===== config.mk =====
export PLATFORM = sky130hd
export DESIGN_NAME = matadd_engine
export DESIGN_NICKNAME = d
export VERILOG_FILES = /design/src/verilog/gpu_pkg.sv /design/src/verilog/matadd_engine.sv
export SDC_FILE = /design/constraint.sdc
export NUM_CORES = 1
export LEC_CHECK = 0
export BUFFER_PORTS_ARGS = -buffer_cell sky130_fd_sc_hd__buf_2
export CAP_MARGIN = 30
export CORE_UTILIZATION = 35
export DETAILED_ROUTE_END_ITERATION = 8
export PLACE_DENSITY = 0.73
export SYNTH_ARGS = -nofsm -noshare
export SYNTH_HDL_FRONTEND = slang
export SYNTH_SLANG_ARGS = --single-unit

===== constraint.sdc =====
create_clock -name clk -period 3.5 [get_ports clk]
set_input_delay 0.7 -clock clk [delete_from_list [all_inputs] [get_ports clk]]
set_output_delay 0.7 -clock clk [all_outputs]
set_load 0.03 [all_outputs]

===== src/verilog/gpu_pkg.sv =====
package gpu_pkg;

  // four lanes execute every broadcast instruction in lockstep
  localparam int LANES = 4;
  localparam int WORD_W = 16;
  typedef logic [WORD_W-1:0] word_t;

  // one memory row holds a single word for each lane
  localparam int MEM_ROWS = 64;
  localparam int ROW_AW = $clog2(MEM_ROWS);
  typedef logic [ROW_AW-1:0] row_t;
  // lane l owns bits [l*WORD_W +: WORD_W] of a row
  typedef logic [LANES-1:0][WORD_W-1:0] lane_row_t;

  // per-lane register file
  localparam int NUM_REGS = 32;
  typedef logic [$clog2(NUM_REGS)-1:0] reg_idx_t;

  // instruction store written by the host before a run
  localparam int IMEM_DEPTH = 32;
  localparam int PC_W = $clog2(IMEM_DEPTH);
  typedef logic [PC_W-1:0] pc_t;
  typedef logic [31:0] instr_t;

  // instruction fields, opcode on top and the immediate in the low bits
  localparam int OPC_MSB = 31;
  localparam int OPC_LSB = 26;
  localparam int DST_MSB = 25;
  localparam int DST_LSB = 21;
  localparam int SRC0_MSB = 20;
  localparam int SRC0_LSB = 16;
  localparam int SRC1_MSB = 15;
  localparam int SRC1_LSB = 11;
  localparam int IMMD_MSB = 10;
  localparam int IMMD_LSB = 0;
  localparam int IMMD_W = IMMD_MSB - IMMD_LSB + 1;

  typedef enum logic [5:0] {
    OP_NOP    = 6'd0,
    OP_ADD    = 6'd1,
    OP_SUB    = 6'd2,
    OP_AND    = 6'd3,
    OP_XOR    = 6'd4,
    OP_ADDI   = 6'd5,
    OP_LOAD   = 6'd6,
    OP_STORE  = 6'd7,
    OP_MATADD = 6'd8
  } opcode_t;

endpackage

===== src/verilog/matadd_engine.sv =====
module matadd_engine (
  input  logic                       clk,
  input  logic                       rst_n,
  input  logic                       start,
  input  gpu_pkg::row_t              base_a,
  input  gpu_pkg::row_t              base_b,
  input  gpu_pkg::row_t              base_c,
  input  logic [gpu_pkg::ROW_AW:0]   length,
  output logic                       done,
  output gpu_pkg::row_t              rd_addr_a,
  output gpu_pkg::row_t              rd_addr_b,
  input  gpu_pkg::lane_row_t         rd_data_a,
  input  gpu_pkg::lane_row_t         rd_data_b,
  output logic [gpu_pkg::LANES-1:0]  wr_en,
  output gpu_pkg::row_t              wr_addr,
  output gpu_pkg::lane_row_t         wr_data,
  output logic                       req
);
  import gpu_pkg::*;

  row_t base_a_q;
  row_t base_b_q;
  row_t base_c_q;
  row_t wr_row;
  logic [ROW_AW:0] len_q;
  logic [ROW_AW:0] rd_idx;
  logic reading;
  logic rd_last;
  logic wr_pending;
  logic wr_last;

  assign rd_last = ((rd_idx + 1'b1) == len_q);
  assign rd_addr_a = base_a_q + rd_idx[ROW_AW-1:0];
  assign rd_addr_b = base_b_q + rd_idx[ROW_AW-1:0];

  // stage 2 writes the row whose data arrives this cycle
  assign wr_en = {LANES{wr_pending}};
  assign wr_addr = wr_row;
  always_comb begin
    for (int l = 0; l < LANES; l++) begin
      wr_data[l] = rd_data_a[l] + rd_data_b[l];
    end
  end

  // memory is claimed from the first read to the last write
  assign req = reading || wr_pending;

  always_ff @(posedge clk) begin
    if (start) begin
      base_a_q <= base_a;
      base_b_q <= base_b;
      base_c_q <= base_c;
    end
    wr_row <= base_c_q + rd_idx[ROW_AW-1:0];
  end

  always_ff @(posedge clk or negedge rst_n) begin
    if (!rst_n) begin
      len_q <= '0;
      rd_idx <= '0;
      reading <= 1'b0;
      wr_pending <= 1'b0;
      wr_last <= 1'b0;
      done <= 1'b0;
    end else begin
      done <= wr_pending && wr_last;
      wr_pending <= reading;
      wr_last <= reading && rd_last;
      if (start) begin
        len_q <= length;
        rd_idx <= '0;
        reading <= (length != '0);
        // zero rows means nothing to stream, report at once
        if (length == '0) begin
          done <= 1'b1;
        end
      end else if (reading) begin
        rd_idx <= rd_idx + 1'b1;
        if (rd_last) begin
          reading <= 1'b0;
        end
      end
    end
  end

endmodule


==> metrics.md, run 1 <==
| Metric | Value |
|---|---|
| Initial detailed-routing violation count | between 150 and 200 |
| Fin. Hold Viols | 0 |
| Grt total ovfl | 0 |
| Final hold slack | 0.340 ns |
| Utilization after layout | 48.1% |
| Mux cell area share after synthesis | 2.41% |
| GRT Util Overall | 16.8% |
| Final WS setup | 0.109 ns |
| Drt drc | 0 |
| Hpwl dp | 10900 microns |
| Simple-gate share of the synthesized area | 10.9% |
| CTS Buf Count | 5 |
| TritonCTS clock tree | done |
| CP Data Required Time | ~2.8 ns |
| Port Buf Inserts | ~240 |
| Post-Syn Nets | 753 |
| Via count | around 4800 |
| Max VDD drop | 270 uV |
| Async SR Flop Fraction | 42.9% |
| Initial antenna violation count | 0 |
| Layout cells sized above 1 | between 30 and 40% |
| Compound-Gate Fraction of Synth Area | 24.3% |
| Adder-Cell Fraction of Synth Area | between 20 and 25% |
| Area contributors post-synth | ha_1 19%, edfxtp_1 11%, dfrtp_1 9.2%, xnor2_1 7.5%, xor2_1 7.5% |
| Placeable Area | 13400 sq um |
| Drt first pass iters | 5 |
| Setup bufs post-CTS | 0 |
| Final #Nets | 994 |
| First-pass GRT wire length | 19900 microns |
| Synth Warn # | 0 |
| Syn Inst Count | slightly above 500 |
| Clock buffer depth | 2 |
| Min-Delay Path Class | in2async |
| Yosys top cell by area | ha_1 |
| Sw frac | a little under half |
| RSZ-0062 raised after global routing | yes |
| Die height | approximately 120 microns |
| Row Count | 42 |
| Worst-Margin Slew | approximately 0.7 ns |
| Clock Power Share | 17.9% |
| CP Capture Type | output pin |
| Setup TNS | 0 ns |
| Netlist Area Pre-Place | 4880 sq um |
| Post-synthesis sequential area ratio | between 20% and 30% |
| NetSw | 1.12 mW |
| Finish-stage setup viols | 0 |
| Main combinational cell family by area after synthesis | compound AO/OA/AOI/OAI gates |
| R2r setup slk | 1.50 ns |
| Layout area overhead | 31.9% |
| N_diodes | 0 |
| IO Count | approximately 240 |
| Critical path arrival | 2.69 ns |
| Max-Cap Viols | 0 |
| Fin crit share | between 90% and 100% |
| Max Freq | 295 MHz |
| P_int | 1.35 mW |
| Die width | 120 microns |
| Dominant synthesized flop cell | edfxtp_1 |
| Vias per cell | 5.12 |
| Post-cts hold buffer count | 0 |
| Yosys top cell area share | 19.5% |
| Worst-skew pair later-pin latency | between 0.2 and 0.3 ns |
| Combinational Power Share | between 50% and 60% |
| Skew final | between 0.003 and 0.004 ns |
| Final slew viol count | 0 |
| CTS H-tree depth | 2 |
| Post-synth top cells | 76 x ha_1, 43 x a21oi_1, 42 x xnor2_1, 42 x xor2_1, 37 x a21o_1 |
| Worst-path clk slew | 0.06 ns |
| Initial core utilization | 36.4% |
| Clock Tree Root | clkbuf_16 |
| CTS sink cnt | between 40 and 50 |
| Power density cells | 385 nW/um^2 |
| Flops & latches, synth | 42 |
| Final GP Congestion | 0.973 |
| Drt wl/cell | roughly 14 microns |
| EDFF count, synth | 18 |
| Power share of the sequential group | between 20% and 30% |
| Vias in the first global route | 4359 |
| Mean post-synth cell area | about 9.5 sq um |
| Rel. slew slack | 53.2% |
| Post-CTS resize count | 0 |
| Total Wirelength | between 10000 and 15000 microns |
| Antenna Nets Post-Route | 0 |
| Dpl ws | between 0.03 and 0.04 ns |
| Post-synthesis xor/xnor area fraction | 15.1% |
| Worst Path Max Fanout | 3 |
| Outcome | complete, no violations |
| Min Tclk post-route | 3.39 ns |
| Leakage | around 3.3 nW |
| Critical path startpoint category | input port |
| Synth cell types | 63 |
| Setup CP Type | in2out |
| Count leader, synth | ha_1 |
| Die ar. | 14400 sq um |
| Largest net degree at the start of global routing | 36 |
cell type report:
cell class              count  area [sq um]
clock buffers               7           133
clock inverters             1          7.51
fillers                  1266          6960
inverters                  13          48.8
multi-input cells         448          3680
flip-flops and latches     42          1110
well taps                 176           220
repair buffers            245          1240
final timing paths:
path | startpoint | to | depth (start not counted)
worst max-delay path | rd_data_a[0] | wr_data[12] | 9
worst min-delay path | rst_n | rd_idx[0] | 1
worst max register to register | rd_idx[1] | wr_last | 7
worst min register to register | wr_last | done | 2
max in group asynchronous | rst_n | rd_idx[4] | 1
min in group clk | wr_last | done | 2
registers in the layout, indices dropped and copies added (netlist names):
signal and count:
done 1, base_a_q 6, reading 1, base_c_q 6, wr_addr 6, base_b_q 6, wr_pending 1, rd_idx 7
wr_last 1, len_q 7
critical path, stage by stage:
cell and delay (ns):
buf_2 0.10, ha_1 0.23, fa_1 0.41, a21o_1 0.21, a2bb2oi_1 0.20, o211ai_1 0.16
o41ai_2 0.28, xnor2_1 0.17, buf_2 0.23
power groups by stage:
stage / combinational (mW) / sequential (mW) / clock (mW)
after floorplan: 0.993 / 0.632 / 0
after global placement: 1.42 / 0.605 / 0
after detailed placement: 1.43 / 0.606 / 0
after CTS: 1.43 / 0.597 / 0.453
after global routing: 1.54 / 0.602 / 0.475
final: 1.44 / 0.596 / 0.444
routing by layer:
layer	global-route usage (%)	vias to the layer above	share of wire, %
li1	-	2390	-
met1	20.2	2163	41
met2	31.1	204	50
met3	1.85	19	6.4
met4	5.16	0	2.0
met5	0	-	0
kinds of logic after synthesis:
family	count (synthesis)
AO/OA/AOI/OAI	163
AND/OR/NAND/NOR	107
buffers and inverters	24
adder cells (fa/ha/maj)	83
multiplexers	11
XOR/XNOR	84
flip-flops	42
layout by cell type, fill, tap and decap left out, types with 3 or more instances in the layout:
master     instances
o21ai_0           16
clkbuf_16          5
and3_1             9
nand2b_1           6
fa_1               5
xor2_1            42
xnor2_1           42
a21oi_2            5
and2_1             3
ha_1              76
nor2_1            28
mux2_2             6
nor3_1             6
a211oi_1           4
inv_1             13
edfxtp_1          18
a21o_1            37
a21oi_1           42
a211oi_2           3
mux2i_1            5
dfxtp_1            6
o21bai_1           8
dfrtp_1           18
nand4_1            6
o21ai_1            7
o211ai_1           7
buf_2            241
nand2_1           26
nand3_1           10
a31oi_1            5
o21a_1             6
through the flow:
step                      instances  total power, mW  cell area [sq um]
after detailed placement        924             2.04               6270
after CTS                       932             2.48               6410
after floorplan                 514             1.62               4880
after global placement          924             2.02               6270
after global routing            932             2.62               6440
final                           932             2.48               6440
No activity file was read; power rests on OpenSTA's default activity.
==> run 2, diff against run 1 <==
- CORE_ASPECT_RATIO: unset -> 1.25
==> metrics.md, run 2 (synthesized netlist as in run 1, its figures left out) <==
| Metric | Value |
|---|---|
| Outcome | complete, no violations |
| Power density cells | 385 nW/um^2 (+0.16%) |
| Via count | 4718 (-1.2%) |
| WP buf/inv | 2 (unchanged) |
| Critical path arrival | 2.69 ns (about the same) |
| CTS Buf Count | 5 (unchanged) |
| N_diodes | 0 (unchanged) |
| Final hold slack | 0.338 ns (-0.00236 ns) |
| Max Freq | 295 MHz (about the same) |
| Utilization after layout | 48.5% (+0.38 points) |
| First-pass GRT wire length | 20100 microns (+1.1%) |
| CTS H-tree depth | 2 (unchanged) |
| Final GP Congestion | 0.857 (-12%) |
| Initial detailed-routing violation count | 143 (-24%) |
| Max layer used | met4 |
| Slowest stage delay, CP | 0.41 ns (about the same) |
| Total Wirelength | 12900 microns (+1.1%) |
| Initial antenna violation count | 0 (unchanged) |
| Layout cells sized above 1 | 38.4% (+0.80 points) |
| Worst r2r src | rd_idx[1] |
| Layout area overhead | 33.1% |
| Finish-stage setup viols | 0 (unchanged) |
| Worst Path Max Fanout | 3 (unchanged) |
| Skew final | 0.00402 ns (+0.000782 ns) |
| WL met1 | 5080 microns (-3.9%) |
| CP Capture Type | output pin |
| Row Count | 47 (+12%) |
| Fin. Hold Viols | 0 (unchanged) |
| Final Cell Area | 6500 sq um (+0.85%) |
| CP Data Required Time | 2.80 ns (about the same) |
| Routed wl met2 | 6820 microns (+6.2%) |
| Worst-Margin Slew | 0.711 ns (+0.00821 ns) |
| Clock buffer depth | 2 (unchanged) |
| Antenna Nets Post-Route | 0 (unchanged) |
| Vias per cell | 5.06 (-1.2%) |
| RR Endpoint | wr_last |
| IO Count | 244 (unchanged) |
| Fin crit share | 96.8% (about the same) |
| Largest net degree at the start of global routing | 36 (unchanged) |
| Vias in the first global route | 4373 (+0.32%) |
| Critical path startpoint category | input port |
| Drt drc | 0 (unchanged) |
| Min-Delay Path Class | in2async |
| Clock Tree Root | clkbuf_16 |
| Leakage | 3.35 nW (+1.1%) |
| Worst R2R Path Depth | 7 (unchanged) |
| Met3 wire len | 777 microns (-4.5%) |
| Final slew viol count | 0 (unchanged) |
| TritonCTS clock tree | done |
| Overall power | 2.50 mW (+1.0%) |
| Drt first pass iters | 4 (-1) |
| Cell mode on critical path | buf_2 |
| Drt wl/cell | 13.8 microns (+1.1%) |
| Die width | 108 microns (-10%) |
| Initial core utilization | 36.4% (about the same) |
| Largest registers | len_q x7, rd_idx x7 |
| R2r setup slk | 1.47 ns (-0.03 ns) |
| Worst-skew pair later-pin latency | 0.28 ns (about the same) |
| CTS sink cnt | 42 (unchanged) |
| Top delay family on crit path | compound AO/OA/AOI/OAI gates |
| Most common cell after layout, fill and taps aside | buf_2 |
| Grt total ovfl | 0 (unchanged) |
| Rel. slew slack | 52.6% (-0.55 points) |
| Slowest CP cell | fa_1 |
| Cell breakdown of the critical path | buf_2, ha_1, fa_1, a21o_1, a2bb2oi_1, o211ai_1, o41ai_2, xnor2_1, buf_2 |
| Die height | 134 microns (+12%) |
| Worst-path clk slew | 0.06 ns (about the same) |
| GRT Util Overall | 17.2% (+0.36 points) |
| Final #Nets | 999 (+0.50%) |
| Max VDD drop | 369 uV (+37%) |
| Placeable Area | 13400 sq um (about the same) |
| Post-cts hold buffer count | 0 (unchanged) |
| Max-Cap Viols | 0 (unchanged) |
| Setup CP Type | in2out |
| Hpwl dp | 11100 microns (+2.1%) |
| Min Tclk post-route | 3.39 ns (-0.00188 ns) |
| Cell area after placement | 6300 sq um (+0.38%) |
| Port Buf Inserts | 243 (unchanged) |
| Die ar. | 14400 sq um (about the same) |
| Most frequent cells in the layout | 240 x buf_2, 76 x ha_1, 42 x xor2_1, 42 x a21oi_1, 42 x xnor2_1 |
==> run 2: power breakdown <==
| group | leakage [nW] | switching, mW | internal (mW) | total (mW) |
|---|---|---|---|---|
| clock network | 0.0729 | 0.184 | 0.282 | 0.467 |
| logic | 2.83 | 0.907 | 0.533 | 1.44 |
| registers | 0.450 | 0.0330 | 0.563 | 0.596 |
| total | 3.35 | 1.12 | 1.38 | 2.50 |
==> run 2: final cells by class <==
type | instances | area, sq um
timing repair buffer | 250 | 1280
clock buffer | 6 | 139
tap | 171 | 214
multi-input combinational | 448 | 3690
inverter | 13 | 48.8
clock inverter | 2 | 12.5
fill | 1333 | 6910
sequential | 42 | 1110
==> run 2: per-stage QoR <==
stage | TNS (ns) | instances | setup WS (ns)
final | 0 | 932 | 0.110
after global routing | -0.0134 | 932 | -0.0134
after CTS | 0 | 931 | 0.0106
after detailed placement | 0 | 923 | 0.0114
after global placement | 0 | 923 | 0.0729
after floorplan | 0 | 514 | 0.151
==> run 2: routing by layer <==
layer / vias to the layer above / global-route usage, %
met2: 150 / 33.4
met5: - / 0
met3: 15 / 2.67
met4: 0 / 4.49
li1: 2405 / -
met1: 2148 / 18.9
==> run 2: how the worst max path moves through the flow <==
stage	endpoint	cells after the start	slack, ns	start
after floorplan	wr_data[60]	8	0.15	rd_data_a[48]
after global placement	wr_data[46]	11	0.07	rd_data_a[32]
after detailed placement	wr_data[60]	10	0.01	rd_data_a[48]
after CTS	wr_data[60]	10	0.01	rd_data_a[48]
after global routing	wr_data[62]	10	-0.01	rd_data_a[48]
final	wr_data[12]	9	0.11	rd_data_a[0]
==> run 2: timing repair <==
action,4_1_cts,5_1_grt
resized for setup,0,13
buffers inserted,0,1
endpoints found under the setup margin,0,9
endpoints found under the hold margin,0,0
==> run 3, diff against run 2 <==
- ABC_CLOCK_PERIOD_IN_PS: unset -> 3500
- CORE_MARGIN: unset -> 2
- CTS_CLUSTER_DIAMETER: unset -> 40
==> metrics.md, run 3 (synthesized netlist as in run 1, its figures left out) <==
| Metric | Value |
|---|---|
| Outcome | complete, no violations |
| Power density cells | 387 nW/um^2 (+0.57%) |
| Critical path startpoint category | input port |
| Final #Nets | 1000 (+0.10%) |
| Power share of the sequential group | 23.6% (-0.2 points) |
| Min-Delay Path Class | in2async |
| Grt total ovfl | 0 (unchanged) |
| Max-Cap Viols | 0 (unchanged) |
| Most common cell after layout, fill and taps aside | buf_2 |
| Min Tclk post-route | 3.42 ns (+0.0291 ns) |
| Combinational Power Share | 57.2% (-0.3 points) |
| Hpwl dp | 11500 microns (+3.3%) |
| RSZ-0062 raised after global routing | yes |
| Placed cell count | 928 (+0.54%) |
| Die ar. | 14900 sq um (+3.4%) |
| Antenna Nets Post-Route | 0 (unchanged) |
| Post-cts hold buffer count | 0 (unchanged) |
| Row Count | 48 (+2.1%) |
| Worst-Margin Slew | 0.715 ns (+0.00390 ns) |
| CTS H-tree depth | 2 (unchanged) |
| Fin crit share | 97.7% (+0.83 points) |
| Max VDD drop | 402 uV (+8.7%) |
| Die width | 110 microns (+1.9%) |
| NetSw | 1.12 mW (-0.19%) |
| Dpl ws | -0.142 ns (-0.153 ns) |
| Most frequent cells in the layout | 238 x buf_2, 75 x ha_1, 42 x xnor2_1 |
| Layout area overhead | 33.9% |
| Setup CP Type | in2out |
| Worst-path clk slew | 0.06 ns (about the same) |
| Worst Path Max Fanout | 2 (-1) |
| IO Count | 244 (unchanged) |
| First-pass GRT wire length | 19600 microns (-2.8%) |
| Largest net degree at the start of global routing | 36 (unchanged) |
| Drt wl/cell | 14.3 microns (+3.2%) |
| Critical path arrival | 2.72 ns (+0.03 ns) |
| Clock buffer depth | 2 (unchanged) |
| Placeable Area | 13700 sq um (+2.1%) |
| Via count | 4754 (+0.76%) |
| Fillers | 1347 (+1.1%) |
| Port Buf Inserts | 243 (unchanged) |
| CP Data Required Time | 2.80 ns (about the same) |
| Die height | 136 microns (+1.5%) |
| Leakage | 3.36 nW (+0.17%) |
| Largest registers | len_q x7, rd_idx x7 |
| Final WS setup | 0.0813 ns (-0.0291 ns) |
| TritonCTS clock tree | done |
| Clock Tree Root | clkbuf_16 |
| P_int | 1.41 mW (+2.4%) |
| Vias in the first global route | 4334 (-0.89%) |
| Fin. Hold Viols | 0 (unchanged) |
| Clock Power Share | 19.1% (+0.5 points) |
| GRT Util Overall | 16.4% (-0.78 points) |
| Max Freq | 293 MHz (-0.85%) |
| Skew final | 0.00623 ns (+0.00221 ns) |
| Finish-stage setup viols | 0 (unchanged) |
| Worst-skew pair later-pin latency | 0.28 ns (about the same) |
| CTS Buf Count | 5 (unchanged) |
| Rel. slew slack | 52.4% (-0.26 points) |
| Initial antenna violation count | 0 (unchanged) |
| CTS sink cnt | 42 (unchanged) |
| Sw frac | 44.3% (-0.63 points) |
| Utilization after layout | 47.8% (-0.70 points) |
| Post-route insts no fill | 937 (+0.54%) |
| Initial core utilization | 35.7% (-0.76 points) |
| N_diodes | 0 (unchanged) |
| Final slew viol count | 0 (unchanged) |
| Total Wirelength | 13400 microns (+3.7%) |
| Layout cells sized above 1 | 39.1% (+0.74 points) |
| Vias per cell | 5.07 (+0.23%) |
| Initial detailed-routing violation count | 173 (+21%) |
| Drt drc | 0 (unchanged) |
| Setup TNS | 0 ns (unchanged) |
| Drt first pass iters | 4 (unchanged) |
| CP Capture Type | output pin |
| Final GP Congestion | 0.820 (-4.3%) |
[run 3: cell types whose count changed in the layout (fill, tap and decap cells not counted), moves of 2 or more]
cell      previous run  this run
clkbuf_4             0         3
fa_1                 6         3
fa_2                 1         4
buf_2              240       238
[run 3: critical path: stages]
cell and delay (ns):
buf_2 0.11, ha_2 0.19, fa_2 0.37, a21o_1 0.20
a221oi_2 0.26, nand2_1 0.14, a22oi_2 0.18, o21ai_2 0.09
xor2_2 0.19, buf_4 0.15, buf_6 0.12
[run 3: worst paths after layout]
check | slack, ns | from | end | depth (start not counted)
min in group clk | 0.47 | wr_last | done | 2
hold / removal | 0.34 | rst_n | len_q[6] | 1
max in group asynchronous | 2.87 | rst_n | rd_idx[2] | 1
hold reg to reg | 0.47 | wr_last | done | 2
setup reg to reg | 1.47 | rd_idx[1] | reading | 7
setup / recovery | 0.08 | rd_data_a[48] | wr_data[62] | 11
[run 3: metrics by stage]
step / power, mW / hold slack, ns / cell area (sq um)
6_report: 2.53 / 0.341 / 6540
5_1_grt: 2.69 / 0.362 / 6540
4_1_cts: 2.55 / 0.345 / 6490
3_5_place_dp: 2.04 / 0.460 / 6310
3_3_place_gp: 2.03 / 0.454 / 6310
2_1_floorplan: 1.62 / 0.352 / 4880
[run 3: repair_timing]
action                                 in CTS  in global routing
gates resized for setup                     4                 16
buffers inserted                            1                  0
endpoints found under the hold margin       0                  0
setup endpoints to repair                   1                  6
pin swaps                                   6                  7
[run 3: power groups by stage]
stage / combinational (mW) / sequential [mW] / clock, mW
final: 1.45 / 0.598 / 0.485
after floorplan: 0.993 / 0.632 / 0
after global placement: 1.42 / 0.607 / 0
after CTS: 1.44 / 0.600 / 0.504
after detailed placement: 1.43 / 0.610 / 0
after global routing: 1.57 / 0.605 / 0.514
[run 3: final cells by class]
type | count | area, sq um | area share [%]
clock buffer | 7 | 154 | 2.35
clock inverter | 1 | 7.51 | 0.115
inverter | 13 | 48.8 | 0.746
multi-input combinational | 448 | 3710 | 56.7
sequential | 42 | 1110 | 17.0
tap | 175 | 219 | 3.35
timing repair buffer | 251 | 1290 | 19.8
[run 3: layer usage]
metal | global-route usage [%] | vias up | share of wire (%)
li1 | - | 2392 | -
met1 | 18.8 | 2181 | 40
met2 | 31.0 | 160 | 52
met3 | 2.25 | 21 | 6.3
met4 | 4.71 | 0 | 2.0
met5 | 0 | - | 0
